`config.mk`:
```
export PLATFORM = sky130hd
export DESIGN_NAME = digital_macro
export DESIGN_NICKNAME = d
export VERILOG_FILES = /design/src/hw/lagd_pkg.sv /design/src/hw/digital_macro.sv /design/src/hw/energy_accumulator.sv /design/src/hw/flip_manager.sv /design/src/hw/local_energy_unit.sv /design/src/hw/weight_dispatch.sv
export VERILOG_INCLUDE_DIRS = /design/src /design/src/hw
export SDC_FILE = /design/constraint.sdc
export NUM_CORES = 1
export LEC_CHECK = 0
export BUFFER_PORTS_ARGS = -buffer_cell sky130_fd_sc_hd__buf_4
export CAP_MARGIN = 25
export CORE_MARGIN = 5
export CORE_UTILIZATION = 35
export DETAILED_ROUTE_END_ITERATION = 16
export PLACE_DENSITY = 0.49
export SETUP_SLACK_MARGIN = 0.15
export SLEW_MARGIN = 40
export SYNTH_ARGS = -nofsm -noshare
export SYNTH_HDL_FRONTEND = slang
export SYNTH_SLANG_ARGS = --single-unit
```
`constraint.sdc`:
```
create_clock -name clk_i -period 32.2 [get_ports clk_i]
set_input_delay 1.61 -clock clk_i [delete_from_list [all_inputs] [get_ports clk_i]]
set_output_delay 1.61 -clock clk_i [all_outputs]
set_load 0.02 [all_outputs]
```
`src/hw/lagd_defs.svh`:
```
`ifndef LAGD_DEFS_SVH
`define LAGD_DEFS_SVH

// problem size
`define NUM_SPIN 16
`define BIT_J 4
`define BIT_H 4

// lanes, one row each per weight beat
`define PARALLELISM 4
`define NUM_BEATS (`NUM_SPIN / `PARALLELISM)

// energy widths
`define LOCAL_ENERGY_BIT 12
`define ENERGY_TOTAL_BIT 16

// flip-icon memory
`define ICON_ADDR_BIT 4

`endif

```
`src/hw/lagd_pkg.sv`:
```
`include "lagd_defs.svh"

package lagd_pkg;

    // bit 1 is spin +1, bit 0 is spin -1
    typedef logic [`NUM_SPIN-1:0] spin_t;

    typedef logic signed [`LOCAL_ENERGY_BIT-1:0] local_energy_t;
    typedef logic signed [`ENERGY_TOTAL_BIT-1:0] energy_t;

    // one extra bit so the last-plus-one bound fits
    typedef logic [`ICON_ADDR_BIT:0] icon_addr_t;

    typedef enum logic {
        DISP_IDLE,
        DISP_LOAD
    } disp_state_e;

    typedef enum logic [1:0] {
        FM_IDLE,
        FM_READ,
        FM_EVAL,
        FM_WAIT
    } fm_state_e;

endpackage

```
`src/hw/digital_macro.sv`:
```
`timescale 1ns/1ps
`include "lagd_defs.svh"

module digital_macro import lagd_pkg::*; (
    input  logic clk_i,
    input  logic rst_i,
    // config
    input  logic config_valid_i,
    input  spin_t config_spin_initial_i,
    output logic config_ready_o,
    // run control
    input  logic cmpt_en_i,
    input  logic en_comparison_i,
    output logic cmpt_idle_o,
    // icon memory
    output logic flip_ren_o,
    output icon_addr_t flip_raddr_o,
    input  icon_addr_t icon_last_raddr_plus_one_i,
    input  spin_t flip_rdata_i,
    // weight source
    input  logic weight_valid_i,
    output logic weight_ready_o,
    input  logic [`PARALLELISM*`NUM_SPIN*`BIT_J-1:0] weight_i,
    input  logic [`PARALLELISM*`BIT_H-1:0] hbias_i,
    // results
    output spin_t spin_o,
    output energy_t energy_o
);
    localparam int ROW_BIT = `NUM_SPIN * `BIT_J;

    logic cand_valid;
    logic cand_ready;
    spin_t cand_spin;
    logic acc_busy;
    logic lane_valid;
    spin_t lane_spin;
    logic [`PARALLELISM*ROW_BIT-1:0] lane_j;
    logic [`PARALLELISM*`BIT_H-1:0] lane_h;
    logic [`PARALLELISM-1:0] lane_row_spin;
    logic [`PARALLELISM-1:0] lane_res_valid;
    local_energy_t [`PARALLELISM-1:0] lane_energy;
    logic energy_valid;
    logic energy_ready;
    energy_t energy;

    weight_dispatch u_dispatch (
        .clk_i           (clk_i),
        .rst_i           (rst_i),
        .cand_valid_i    (cand_valid),
        .cand_spin_i     (cand_spin),
        .cand_ready_o    (cand_ready),
        .weight_valid_i  (weight_valid_i),
        .weight_i        (weight_i),
        .hbias_i         (hbias_i),
        .weight_ready_o  (weight_ready_o),
        .acc_busy_i      (acc_busy),
        .lane_valid_o    (lane_valid),
        .lane_spin_o     (lane_spin),
        .lane_j_o        (lane_j),
        .lane_h_o        (lane_h),
        .lane_row_spin_o (lane_row_spin)
    );

    for (genvar l = 0; l < `PARALLELISM; l++) begin : gen_lane
        local_energy_unit u_lane (
            .clk_i          (clk_i),
            .rst_i          (rst_i),
            .valid_i        (lane_valid),
            .spin_i         (lane_spin),
            .j_row_i        (lane_j[l*ROW_BIT +: ROW_BIT]),
            .h_i            (lane_h[l*`BIT_H +: `BIT_H]),
            .row_spin_i     (lane_row_spin[l]),
            .valid_o        (lane_res_valid[l]),
            .local_energy_o (lane_energy[l])
        );
    end

    // lanes run in lockstep
    energy_accumulator u_accumulator (
        .clk_i          (clk_i),
        .rst_i          (rst_i),
        .res_valid_i    (&lane_res_valid),
        .local_energy_i (lane_energy),
        .energy_valid_o (energy_valid),
        .energy_o       (energy),
        .energy_ready_i (energy_ready),
        .busy_o         (acc_busy)
    );

    flip_manager u_flip_manager (
        .clk_i                      (clk_i),
        .rst_i                      (rst_i),
        .config_valid_i             (config_valid_i),
        .config_spin_initial_i      (config_spin_initial_i),
        .config_ready_o             (config_ready_o),
        .cmpt_en_i                  (cmpt_en_i),
        .en_comparison_i            (en_comparison_i),
        .cmpt_idle_o                (cmpt_idle_o),
        .flip_ren_o                 (flip_ren_o),
        .flip_raddr_o               (flip_raddr_o),
        .icon_last_raddr_plus_one_i (icon_last_raddr_plus_one_i),
        .flip_rdata_i               (flip_rdata_i),
        .cand_valid_o               (cand_valid),
        .cand_spin_o                (cand_spin),
        .cand_ready_i               (cand_ready),
        .energy_valid_i             (energy_valid),
        .energy_i                   (energy),
        .energy_ready_o             (energy_ready),
        .spin_o                     (spin_o),
        .energy_o                   (energy_o)
    );

endmodule

```
`src/hw/energy_accumulator.sv`:
```
`timescale 1ns/1ps
`include "lagd_defs.svh"

module energy_accumulator import lagd_pkg::*; (
    input  logic clk_i,
    input  logic rst_i,
    input  logic res_valid_i,
    input  local_energy_t [`PARALLELISM-1:0] local_energy_i,
    output logic energy_valid_o,
    output energy_t energy_o,
    input  logic energy_ready_i,
    output logic busy_o
);
    localparam int CNT_BIT = (`NUM_BEATS > 1) ? $clog2(`NUM_BEATS) : 1;

    logic [CNT_BIT-1:0] cnt_q;
    energy_t total_q;
    energy_t beat_sum;
    energy_t lane_ext;

    // sign-extend each lane before adding
    always_comb begin
        beat_sum = '0;
        lane_ext = '0;
        for (int l = 0; l < `PARALLELISM; l++) begin
            lane_ext = local_energy_i[l];
            beat_sum = beat_sum + lane_ext;
        end
    end

    always_ff @(posedge clk_i) begin
        if (rst_i) begin
            cnt_q <= '0;
            total_q <= '0;
            energy_valid_o <= 1'b0;
        end else if (energy_valid_o && energy_ready_i) begin
            // result taken, start clean for next candidate
            cnt_q <= '0;
            total_q <= '0;
            energy_valid_o <= 1'b0;
        end else if (res_valid_i && !energy_valid_o) begin
            total_q <= total_q + beat_sum;
            if (cnt_q == CNT_BIT'(`NUM_BEATS - 1)) begin
                cnt_q <= '0;
                energy_valid_o <= 1'b1;
            end else begin
                cnt_q <= cnt_q + 1'b1;
            end
        end
    end

    assign energy_o = total_q;
    assign busy_o = energy_valid_o;

    assert property (@(posedge clk_i) disable iff (rst_i)
        (energy_valid_o && !energy_ready_i) |=> (energy_valid_o && $stable(energy_o)));

endmodule

```
`src/hw/flip_manager.sv`:
```
`timescale 1ns/1ps
`include "lagd_defs.svh"

module flip_manager import lagd_pkg::*; (
    input  logic clk_i,
    input  logic rst_i,
    // config
    input  logic config_valid_i,
    input  spin_t config_spin_initial_i,
    output logic config_ready_o,
    // run control
    input  logic cmpt_en_i,
    input  logic en_comparison_i,
    output logic cmpt_idle_o,
    // icon memory
    output logic flip_ren_o,
    output icon_addr_t flip_raddr_o,
    input  icon_addr_t icon_last_raddr_plus_one_i,
    input  spin_t flip_rdata_i,
    // candidate to dispatcher
    output logic cand_valid_o,
    output spin_t cand_spin_o,
    input  logic cand_ready_i,
    // energy from accumulator
    input  logic energy_valid_i,
    input  energy_t energy_i,
    output logic energy_ready_o,
    // results
    output spin_t spin_o,
    output energy_t energy_o
);
    fm_state_e state_q;
    icon_addr_t raddr_q;
    logic first_q;
    logic rd_pend_q;
    logic accept;
    spin_t spin_q;
    spin_t cand_q;
    energy_t best_q;

    assign config_ready_o = (state_q == FM_IDLE);
    assign cmpt_idle_o = (state_q == FM_IDLE);
    assign flip_ren_o = (state_q == FM_READ) && !rd_pend_q;
    assign flip_raddr_o = raddr_q;
    assign cand_valid_o = (state_q == FM_EVAL);
    assign cand_spin_o = cand_q;
    assign energy_ready_o = (state_q == FM_WAIT);
    assign spin_o = spin_q;
    assign energy_o = best_q;

    // first evaluation seeds the best energy
    assign accept = first_q || !en_comparison_i || (energy_i < best_q);

    always_ff @(posedge clk_i) begin
        if (rst_i) begin
            state_q <= FM_IDLE;
            raddr_q <= '0;
            first_q <= 1'b0;
            rd_pend_q <= 1'b0;
        end else begin
            case (state_q)
                FM_IDLE: begin
                    if (cmpt_en_i) begin
                        state_q <= FM_EVAL;
                        raddr_q <= '0;
                        first_q <= 1'b1;
                    end
                end
                FM_READ: begin
                    // icon data arrives one cycle after the read strobe
                    if (!rd_pend_q) begin
                        rd_pend_q <= 1'b1;
                        raddr_q <= raddr_q + 1'b1;
                    end else begin
                        rd_pend_q <= 1'b0;
                        state_q <= FM_EVAL;
                    end
                end
                FM_EVAL: begin
                    if (cand_ready_i) begin
                        state_q <= FM_WAIT;
                    end
                end
                FM_WAIT: begin
                    if (energy_valid_i) begin
                        first_q <= 1'b0;
                        if (raddr_q < icon_last_raddr_plus_one_i) begin
                            state_q <= FM_READ;
                        end else begin
                            state_q <= FM_IDLE;
                        end
                    end
                end
                default: state_q <= FM_IDLE;
            endcase
        end
    end

    always_ff @(posedge clk_i) begin
        if (config_valid_i && config_ready_o) begin
            spin_q <= config_spin_initial_i;
        end else if (state_q == FM_WAIT && energy_valid_i && accept) begin
            spin_q <= cand_q;
        end
        if (state_q == FM_WAIT && energy_valid_i && accept) begin
            best_q <= energy_i;
        end
        if (state_q == FM_IDLE && cmpt_en_i) begin
            cand_q <= spin_q;
        end else if (state_q == FM_READ && rd_pend_q) begin
            cand_q <= spin_q ^ flip_rdata_i;
        end
    end

    assert property (@(posedge clk_i) disable iff (rst_i)
        flip_ren_o |-> (flip_raddr_o < icon_last_raddr_plus_one_i));

endmodule

```
`src/hw/local_energy_unit.sv`:
```
`timescale 1ns/1ps
`include "lagd_defs.svh"

module local_energy_unit import lagd_pkg::*; (
    input  logic clk_i,
    input  logic rst_i,
    input  logic valid_i,
    input  spin_t spin_i,
    input  logic [`NUM_SPIN*`BIT_J-1:0] j_row_i,
    input  logic signed [`BIT_H-1:0] h_i,
    input  logic row_spin_i,
    output logic valid_o,
    output local_energy_t local_energy_o
);
    local_energy_t row_sum;
    local_energy_t j_ext;
    local_energy_t local_energy_d;

    // h + sum of J_rj * s_j, with s_j = +1 or -1
    always_comb begin
        row_sum = h_i;
        j_ext = '0;
        for (int j = 0; j < `NUM_SPIN; j++) begin
            j_ext = signed'(j_row_i[j*`BIT_J +: `BIT_J]);
            if (spin_i[j]) begin
                row_sum = row_sum + j_ext;
            end else begin
                row_sum = row_sum - j_ext;
            end
        end
        // times s_r
        local_energy_d = row_spin_i ? row_sum : -row_sum;
    end

    always_ff @(posedge clk_i) begin
        if (rst_i) begin
            valid_o <= 1'b0;
        end else begin
            valid_o <= valid_i;
        end
    end

    always_ff @(posedge clk_i) begin
        if (valid_i) begin
            local_energy_o <= local_energy_d;
        end
    end

endmodule

```
`src/hw/weight_dispatch.sv`:
```
`timescale 1ns/1ps
`include "lagd_defs.svh"

module weight_dispatch import lagd_pkg::*; (
    input  logic clk_i,
    input  logic rst_i,
    // candidate from flip manager
    input  logic cand_valid_i,
    input  spin_t cand_spin_i,
    output logic cand_ready_o,
    // weight source
    input  logic weight_valid_i,
    input  logic [`PARALLELISM*`NUM_SPIN*`BIT_J-1:0] weight_i,
    input  logic [`PARALLELISM*`BIT_H-1:0] hbias_i,
    output logic weight_ready_o,
    input  logic acc_busy_i,
    // lanes
    output logic lane_valid_o,
    output spin_t lane_spin_o,
    output logic [`PARALLELISM*`NUM_SPIN*`BIT_J-1:0] lane_j_o,
    output logic [`PARALLELISM*`BIT_H-1:0] lane_h_o,
    output logic [`PARALLELISM-1:0] lane_row_spin_o
);
    localparam int BEAT_BIT = (`NUM_BEATS > 1) ? $clog2(`NUM_BEATS) : 1;

    disp_state_e state_q;
    logic [BEAT_BIT-1:0] beat_q;
    logic beat_last;
    logic beat_fire;
    spin_t spin_q;

    assign cand_ready_o = (state_q == DISP_IDLE);
    // stall while the accumulator still holds an untaken total
    assign weight_ready_o = (state_q == DISP_LOAD) && !acc_busy_i;
    assign beat_fire = weight_valid_i && weight_ready_o;
    assign beat_last = (beat_q == BEAT_BIT'(`NUM_BEATS - 1));
    assign lane_spin_o = spin_q;

    always_ff @(posedge clk_i) begin
        if (rst_i) begin
            state_q <= DISP_IDLE;
            beat_q <= '0;
            lane_valid_o <= 1'b0;
        end else begin
            lane_valid_o <= beat_fire;
            case (state_q)
                DISP_IDLE: begin
                    if (cand_valid_i) begin
                        state_q <= DISP_LOAD;
                        beat_q <= '0;
                    end
                end
                DISP_LOAD: begin
                    if (beat_fire) begin
                        beat_q <= beat_last ? '0 : beat_q + 1'b1;
                        if (beat_last) begin
                            state_q <= DISP_IDLE;
                        end
                    end
                end
                default: state_q <= DISP_IDLE;
            endcase
        end
    end

    // lane l takes row beat*PARALLELISM+l from slice l of the beat
    always_ff @(posedge clk_i) begin
        if (cand_valid_i && cand_ready_o) begin
            spin_q <= cand_spin_i;
        end
        if (beat_fire) begin
            lane_j_o <= weight_i;
            lane_h_o <= hbias_i;
            for (int l = 0; l < `PARALLELISM; l++) begin
                lane_row_spin_o[l] <= spin_q[beat_q * `PARALLELISM + l];
            end
        end
    end

    // no beat left over in idle, the next candidate starts at beat 0
    assert property (@(posedge clk_i) disable iff (rst_i)
        (state_q == DISP_IDLE) |-> (beat_q == '0));

endmodule

```
After elaboration in Yosys (flattened, before gate mapping):

Index checks and enable logic that the tools add are counted.

* add/subtract/negate cells: 142
* magnitude comparators: 6
* eq/ne operators: 12
* mux-type cells: 102
* bitwise operators: 2
* reductions and logical operators: 26

Operators with widths (count)
* $mux W12: 68
* $add A12 B4 Y12: 60
* $sub A12 B4 Y12: 60
* $lt A32 B5 Y1 const B: 3
* $mux W16: 4
* $neg A12 Y12: 4
* $add A4 B4 Y5: 4
* $sub A4 B4 Y5: 4
* $add A16 B12 Y16: 1
* $add A16 B16 Y16: 1
* $lt A16 B16 Y1: 1
* $mux W2: 8
* $xor A16 B16 Y16: 1
* $add A13 B12 Y14: 1
* $add A12 B12 Y13: 1
* $bmux W1 S4: 3
* $mux W1: 11
* $add A4 B2 Y5 const B: 2
* $logic_and A1 B1 Y1: 10
* $mux W5: 2
* $pmux W5 S2: 1
* $eq A2 B2 Y1 const B: 4
* $ne A2 B2 Y1 const B: 4
* $pmux W2 S4: 1
* other kinds (19): 31

* register bits after elaboration: 421
* input port bits: 315
* output and inout port bits: 41
* word-level logic and storage cells: 312

Logic depth before layout (Yosys ltp):

Gate-level depths: netlist of the first run.

* word-level depth: 34
* gate-level depth with buffers: 66
* depth with buffers taken out: 66

By module:

Synthesis of the first run repeated with hierarchy kept, for this count alone.

* cells, all modules: 5795
* area, all modules: 52054.9 µm²

Modules (own cells, without submodules)
* local_energy_unit (gen_lane[0].u_lane ...): instances 2, cells an instance 1234, area each 9375.2 µm², seq. area each 380.4 µm²
* local_energy_unit (gen_lane[3].u_lane): instances 1, cells an instance 1213, area each 9341.5 µm², seq. area each 380.4 µm²
* local_energy_unit (gen_lane[1].u_lane): instances 1, cells an instance 1228, area each 9331.4 µm², seq. area each 380.4 µm²
* weight_dispatch: instances 1, cells an instance 317, area each 9052.4 µm², seq. area each 8848.5 µm²
* flip_manager: instances 1, cells an instance 229, area each 2830.2 µm², seq. area each 1621.6 µm²
* energy_accumulator: instances 1, cells an instance 339, area each 2740.1 µm², seq. area each 380.4 µm²
* digital_macro: instances 1, cells an instance 1, area each 8.8 µm², seq. area each 0.0 µm²

Worst setup path after synthesis of the first run:

OpenSTA, ideal clock, no wires.

* path type: register to register
* from: register u_dispatch.spin_q[0], in the netlist u_dispatch.lane_spin_o[0]
* to: register gen_lane[0].u_lane.local_energy_o[11] (data pin)
* library setup time: 0.268 ns
* arrival time: 12.572 ns
* data required time: 31.932 ns
* slack: 19.361 ns
* cell stages (with the launch flop): 61
* path buffers: 2
* clock period less this slack: 12.839 ns
* cells stage by stage: edfxtp_1 -> clkbuf_1 -> clkbuf_1 -> mux2_2 -> inv_1 -> fa_1 -> inv_1 -> fa_1 -> fa_1 -> ha_1 -> a21o_1 -> a21oi_1 -> xnor2_1 -> ha_1 -> or2_2 -> o21a_1 -> ha_1 -> o21ai_0 -> [25 not listed] -> ha_1 -> and3_1 -> a211oi_1 -> xnor2_1 -> ha_1 -> a21oi_1 -> xnor2_1 -> ha_1 -> nand2b_1 -> nor3_1 -> a21oi_1 -> o211ai_1 -> a211oi_1 -> a41oi_1 -> xor2_1 -> xnor2_1 -> xnor3_1 -> xnor3_1

* word-level cells in the longest chain between the ends: 33
* elaborated cells on any way between the ends: 48
* those cells by class: add/sub (31); mux (17)

Ends and longest elaborated chain
* start, declared: RTL line weight_dispatch.sv:30 `spin_t spin_q;`
* start signal, assigned: RTL line weight_dispatch.sv:69 `spin_q <= cand_spin_i;`
* $mux W12 (*): RTL line local_energy_unit.sv:25 `if (spin_i[j]) begin`
* $sub A12 B4 Y12 / $add A12 B4 Y12 (equally long branches): RTL line local_energy_unit.sv:28, local_energy_unit.sv:26
* $mux W12 (*): RTL line local_energy_unit.sv:25
* $sub A12 B4 Y12 / $add A12 B4 Y12 (equally long branches): RTL line local_energy_unit.sv:28, local_energy_unit.sv:26
* $mux W12 (*): RTL line local_energy_unit.sv:25
* $sub A12 B4 Y12 / $add A12 B4 Y12 (equally long branches): RTL line local_energy_unit.sv:28, local_energy_unit.sv:26
* $mux W12 (*): RTL line local_energy_unit.sv:25
* $sub A12 B4 Y12 / $add A12 B4 Y12 (equally long branches): RTL line local_energy_unit.sv:28, local_energy_unit.sv:26
* [18 not listed]
* $mux W12 (*): RTL line local_energy_unit.sv:25
* $sub A12 B4 Y12 / $add A12 B4 Y12 (equally long branches): RTL line local_energy_unit.sv:28, local_energy_unit.sv:26
* $mux W12 (*): RTL line local_energy_unit.sv:25
* $sub A12 B4 Y12 / $add A12 B4 Y12 (equally long branches): RTL line local_energy_unit.sv:28, local_energy_unit.sv:26
* $mux W12 (*): RTL line local_energy_unit.sv:25
* $neg A12 Y12: RTL line local_energy_unit.sv:32 `local_energy_d = row_spin_i ? row_sum : -row_sum;`
* $mux W12 (*): RTL line local_energy_unit.sv:32
* named net gen_lane[0].u_lane.local_energy_d[11]: RTL line local_energy_unit.sv:17 `local_energy_t local_energy_d;`
* end signal, assigned: RTL line local_energy_unit.sv:45 `local_energy_o <= local_energy_d;`
* end, declared: RTL line local_energy_unit.sv:13 `output local_energy_t local_energy_o`

Mark *: on every way through the listed nets, which the timed path passes. The rest lies on a longest branch.
A chain may end at the register's enable or synchronous reset.

Worst setup path in the final report of the first run:

Ends and elaborated chain as after synthesis.

==> flow_summary.yaml, run 1 <==
timing:
  finClkSkew_ns: 0.0455
  slew-limit-headroom_pct: 46.1
  hold_viol: 0
  finalWorstPathRequiredPeriod_ns: 14.69
  fin_crit_sh_pct: 45.6
  tightest_slew_ns: 0.786
  fin_tns_setup_ns: 0
  setup_viol_count_final: 0
  rsz0062_at_grt: "false"
  drv_slew: 0
  fmax_mhz: 68.1
  fin_ws_ns: 17.51
min_path:
  holdPathStages: 0
  hp-class: "flip-flop to flip-flop"
  hold_path.startpoint: "u_flip_manager.cand_spin_o[1]"
die:
  coreArea_mm2: 0.144
  start_util_pct: 35.3
  die_w_um: 391
  ios: 356
  die-height_um: 391
  fp.dieArea_mm2: 0.153
  row_count: 139
worst_setup_path:
  cp_max_fo: 21
  cp-end-kind: "flip-flop"
  worstPathRequired_ns: 32.56
  worstSetupStartpointType: "flip-flop"
  crit_slowest_cell: "edfxtp_1"
  slowest_delay_ns: 0.86
  r2r_cells: 58
  timing.rr.start: "u_dispatch.lane_spin_o[0]"
  critPathKind: "flip-flop to flip-flop"
  startpoint: "u_dispatch.lane_spin_o[0]"
  cpMostUsedCell: "ha_1"
  cp.arrival_ns: 15.04
placed_design:
  io_buffers: 355
  preCtsSetupSlack_ns: 17.59
  place.gp.congestion: 0.849
  place_hpwl_um: 123000
  dp.cells: 7867
cts:
  clock_path_buffers: 3
  cts_root_buffer: "clkbuf_16"
  htreeDepth: 2
  clk_latency_ns: 0.67
  post_cts_resize_count: 0
  post_cts_buffers: 0
  path_clk_slew_ns: 0.06
  cts_tree: "yes"
  clkSinkCount: 421
  holdBufCountCts: 0
  numCtsBuffers: 53
route:
  post_drt_wl_per_cell_um: 18.0
  drc: 0
  drt_pass1_iterations: 6
  drt_iter0_drc: 2032
  vias_per_cell: 4.98
  antenna_left: 0
  wl_um: 144000
  via_count: 39711
global_routing:
  grt_pass1_wl_um: 217000
  overflow: 0
  grt_max_degree: 72
  antenna_found_initial: 7
  grt_usage_pct: 18.2
  grt_pass1_vias: 38849
synth:
  seq_area_frac_synth_pct: 24.2
  synthArstFlopShare_pct: 0
  yosysWarnings: 0
  netlist_area_mm2: 0.0509
  synth-main-ff-cell: "edfxtp_1"
  syn_nets: 6965
  synth_top_area_share_pct: 22.9
  synth_seq_cells: 421
  synthCells: 5656
  yosys.area.top_type: "edfxtp_1"
  ys_top_cells_by_area: "edfxtp_1 23%, ha_1 22%, xnor2_1 9.3%"
  synth-edff-count: 388
  syn_avg_cell_area_um2: 8.99
  synth_cell_type_count: 75
final_layout:
  area_growth_pct: 13.4
  nets: 7329
  mostFrequentLayoutCells: "901 x ha_1, 587 x a21oi_1, 551 x inv_1"
  drive_above_1_share_pct: 10.0
  final_common_cell: "ha_1"
  finalNonFillerCells: 7971
outcome:
  status: "finished, final reports clean"
run:
  cap_violations: 0
[cell usage after synthesis, drive strengths merged, types with 35 or more instances]
cell type / count
nand2b: 113
o21ai: 285
nor2b: 95
or3: 94
mux2: 84
nand3: 113
nand2: 290
a21o: 157
inv: 551
clkbuf: 52
xor2: 208
xnor2: 542
and3: 35
a21oi: 587
o21a: 87
ha: 901
edfxtp: 388
fa: 93
nor2: 452
o21bai: 110
nor3: 98
a211oi: 35
[sequential cells by signal, indices dropped and copies added, names as in the netlist]
signal,cells
u_dispatch.lane_row_spin_o,4
u_dispatch.lane_spin_o,16
gen_lane.u_lane.local_energy_o,48
u_dispatch.lane_j_o,256
u_flip_manager.first_q,1
u_dispatch.state_q,1
u_accumulator.energy_o,16
u_dispatch.beat_q,2
u_dispatch.lane_valid_o,1
u_accumulator.cnt_q,2
gen_lane.u_lane.valid_o,1
u_flip_manager.spin_o,16
u_flip_manager.cand_spin_o,16
u_flip_manager.flip_raddr_o,5
u_dispatch.lane_h_o,16
u_flip_manager.energy_o,16
u_flip_manager.rd_pend_q,1
u_accumulator.busy_o,1
u_flip_manager.state_q,2
[critical path, delay by kind of cell (launching register included)]
| kind | cells | cell delay, ns |
|---|---|---|
| simple gates | 11 | 1.84 |
| fa+ha+maj | 16 | 5.44 |
| flops | 1 | 0.86 |
| xor+xnor | 12 | 2.65 |
| compound gates | 16 | 2.91 |
| mux | 1 | 0.43 |
| buf+inv | 2 | 0.19 |
[layout make-up]
| type | instances | area, um2 |
|---|---|---|
| Clock buffer | 62 | 1390 |
| Antenna cell | 3 | 7.51 |
| Multi-Input combinational cell | 4609 | 36200 |
| Tap cell | 1903 | 2380 |
| Fill cell | 14468 | 86300 |
| Inverter | 551 | 2070 |
| Sequential cell | 421 | 12300 |
| Timing Repair Buffer | 384 | 2900 |
| Clock inverter | 38 | 430 |
[metrics by stage]
| step | cell area [um2] | util [%] | hold WS [ns] |
|---|---|---|---|
| after floorplan | 50900 | - | 0.420 |
| after global placement | 55800 | 38.8 | 0.430 |
| after detailed placement | 55800 | 38.8 | 0.439 |
| after CTS | 57700 | 40.0 | 0.462 |
| after global routing | 57700 | 40.1 | 0.476 |
| final | 57700 | 40.1 | 0.454 |
[layer usage]
| metal | up-vias | GRT usage (%) | share of wire (%) |
|---|---|---|---|
| li1 | 20743 | - | - |
| met4 | 0 | 5.70 | 3.2 |
| met5 | - | 0 | 0 |
| met2 | 544 | 30.9 | 46 |
| met1 | 18282 | 24.4 | 47 |
| met3 | 142 | 2.11 | 3.4 |
[cell families after synthesis]
group | Yosys count | share of synthesized area, %
and+or+nand+nor | 1363 | 12.7
AOI/OAI and AO/OA | 1385 | 16.4
muxes | 92 | 2.12
xor gates and xnor gates | 775 | 14.0
DFF | 421 | 24.2
buffers and inverters | 626 | 4.69
adders and majority gates | 994 | 25.8
[path summary, 6_finish.rpt]
check / endpoint / slack [ns]
setup / recovery: gen_lane[0].u_lane.local_energy_o[11] / 17.51
hold reg to reg: u_dispatch.lane_spin_o[1] / 0.45
setup reg to reg: gen_lane[0].u_lane.local_energy_o[11] / 17.51
hold / removal: u_dispatch.lane_spin_o[1] / 0.45
Power of run 1 is not shown: default switching activity piles up to over one toggle a cycle in this logic, so the estimate is an artifact.
==> run 2, diff against run 1 <==
- clock period: 32.2 -> 14.9 ns (I/O delays scaled with it)
==> run 2 against run 1 <==
Final area about the same. Clock-buffer cell count is 2 higher. Critical endpoint is now gen_lane[1].u_lane.local_energy_o[11]. Fmax increased by 6.1%.
==> flow_summary.yaml, run 2 (synthesis results as in run 1) <==
worst_setup_path:
  cpMostUsedCell: "ha_1"
  worstPathRequired_ns: 15.30
  worstReg2RegEnd: "gen_lane[1].u_lane.local_energy_o[11]"
  timing.rr.start: "u_dispatch.lane_spin_o[0]"
  worstSetupStartpointType: "flip-flop"
  cp-end-kind: "flip-flop"
  regToRegSetupSlack_ns: 1.06
  crit_slowest_cell: "fa_1"
  r2r_cells: 62
  critPathKind: "flip-flop to flip-flop"
  cp.arrival_ns: 14.24
  cp_max_fo: 20
  slowest_delay_ns: 0.41
final_layout:
  area_growth_pct: 13.4
  drive_above_1_share_pct: 10.1
  nets: 7329
  largest_reg_flops: 256
  top_register: "u_dispatch.lane_j_o"
  n_fill_cell: 14390
  top_regs: "u_dispatch.lane_j_o x256, gen_lane.u_lane.local_energy_o x48"
  diodes: 0
  mostFrequentLayoutCells: "901 x ha_1, 584 x a21oi_1, 551 x inv_1"
  final_common_cell: "ha_1"
timing:
  hold_viol: 0
  finClkSkew_ns: 0.0473
  fin_crit_sh_pct: 92.9
  finalWorstPathRequiredPeriod_ns: 13.84
  fmax_mhz: 72.3
  slew-limit-headroom_pct: 40.3
  setup_viol_count_final: 0
  tightest_slew_ns: 0.891
  fin_tns_setup_ns: 0
  drv_slew: 0
  rsz0062_at_grt: "false"
outcome:
  status: "finished, final reports clean"
route:
  vias_per_cell: 5.03
  drt_pass1_iterations: 5
  antenna_left: 0
  wl_um: 145000
  drt_iter0_drc: 2057
  drc: 0
  post_drt_wl_per_cell_um: 18.2
  via_count: 40045
placed_design:
  place_hpwl_um: 124000
  io_buffers: 355
  place.gp.congestion: 0.858
global_routing:
  grt_pass1_vias: 38932
  overflow: 0
  grt_max_degree: 78
  grt_pass1_wl_um: 220000
  antenna_found_initial: 1
  grt_usage_pct: 18.5
cts:
  numCtsBuffers: 52
  path_clk_slew_ns: 0.08
  clock_path_buffers: 3
  clk_latency_ns: 0.66
  cts_tree: "yes"
  clkSinkCount: 421
  htreeDepth: 2
  post_cts_buffers: 0
  cts_root_buffer: "clkbuf_16"
  holdBufCountCts: 0
run:
  cap_violations: 0
die:
  fp.dieArea_mm2: 0.153
  coreArea_mm2: 0.144
  ios: 356
  die-height_um: 391
  row_count: 139
  start_util_pct: 35.3
  die_w_um: 391
min_path:
  hp-class: "primary input to flip-flop"
  hold_path.startpoint: "weight_i[218]"
  holdPathStages: 1
  min_to: "u_dispatch.lane_j_o[218]"
==> run 2: worst max-delay path by stage <==
stage | slack, ns | from | to
final | 1.06 | u_dispatch.lane_spin_o[0] | gen_lane[1].u_lane.local_energy_o[11]
after CTS | 0.79 | u_dispatch.lane_spin_o[0] | gen_lane[1].u_lane.local_energy_o[11]
after floorplan | 2.06 | u_dispatch.lane_spin_o[0] | gen_lane[0].u_lane.local_energy_o[11]
after global routing | 0.12 | u_dispatch.lane_j_o[64] | gen_lane[1].u_lane.local_energy_o[11]
after global placement | 0.91 | u_dispatch.lane_spin_o[0] | gen_lane[1].u_lane.local_energy_o[11]
after detailed placement | 0.86 | u_dispatch.lane_spin_o[0] | gen_lane[1].u_lane.local_energy_o[11]
==> run 2: what timing repair did <==
item | in CTS | in global routing
setup endpoints to repair | 0 | 3
gates resized for setup | 0 | 18
hold endpoints to repair | 0 | 0
==> run 2: stage by stage <==
step | setup WS (ns) | area, um2 | utilization, % | cells | hold slack (ns)
2_1_floorplan | 2.06 | 50900 | - | 5656 | 0.420
3_3_place_gp | 0.911 | 55800 | 38.8 | 7868 | 0.449
3_5_place_dp | 0.862 | 55900 | 38.8 | 7869 | 0.450
4_1_cts | 0.792 | 57600 | 40.0 | 7965 | 0.199
5_1_grt | 0.119 | 57700 | 40.0 | 7965 | 0.222
6_report | 1.06 | 57700 | 40.0 | 7965 | 0.253
==> run 2: layer usage <==
layer / up-vias / track usage [%] / routed length, um
met4: 0 / 6.43 / 5520
li1: 20746 / - / -
met5: - / 0 / 0
met1: 18542 / 25.0 / 68100
met3: 147 / 1.97 / 5130
met2: 610 / 30.7 / 66300
==> run 2: layout make-up <==
cell class | instances | area [um2] | share of cell area (%)
multi-input cells | 4609 | 36300 | 63.0
flip-flops and latches | 421 | 12300 | 21.3
clock inverters | 32 | 340 | 0.590
clock buffers | 64 | 1360 | 2.35
inverters | 551 | 2070 | 3.59
repair buffers | 385 | 2900 | 5.03
well taps | 1903 | 2380 | 4.13
==> run 2: worst max-delay path: cells and delay by family, from the launching register on <==
kind | cells | cell delay, ns
buffers and inverters | 4 | 0.51
xor gates and xnor gates | 14 | 2.79
muxes | 1 | 0.38
AOI/OAI and AO/OA | 15 | 2.34
DFF | 1 | 0.39
and+or+nand+nor | 12 | 2.12
adders and majority gates | 16 | 5.04
Power of run 2 is left out for the same reason.
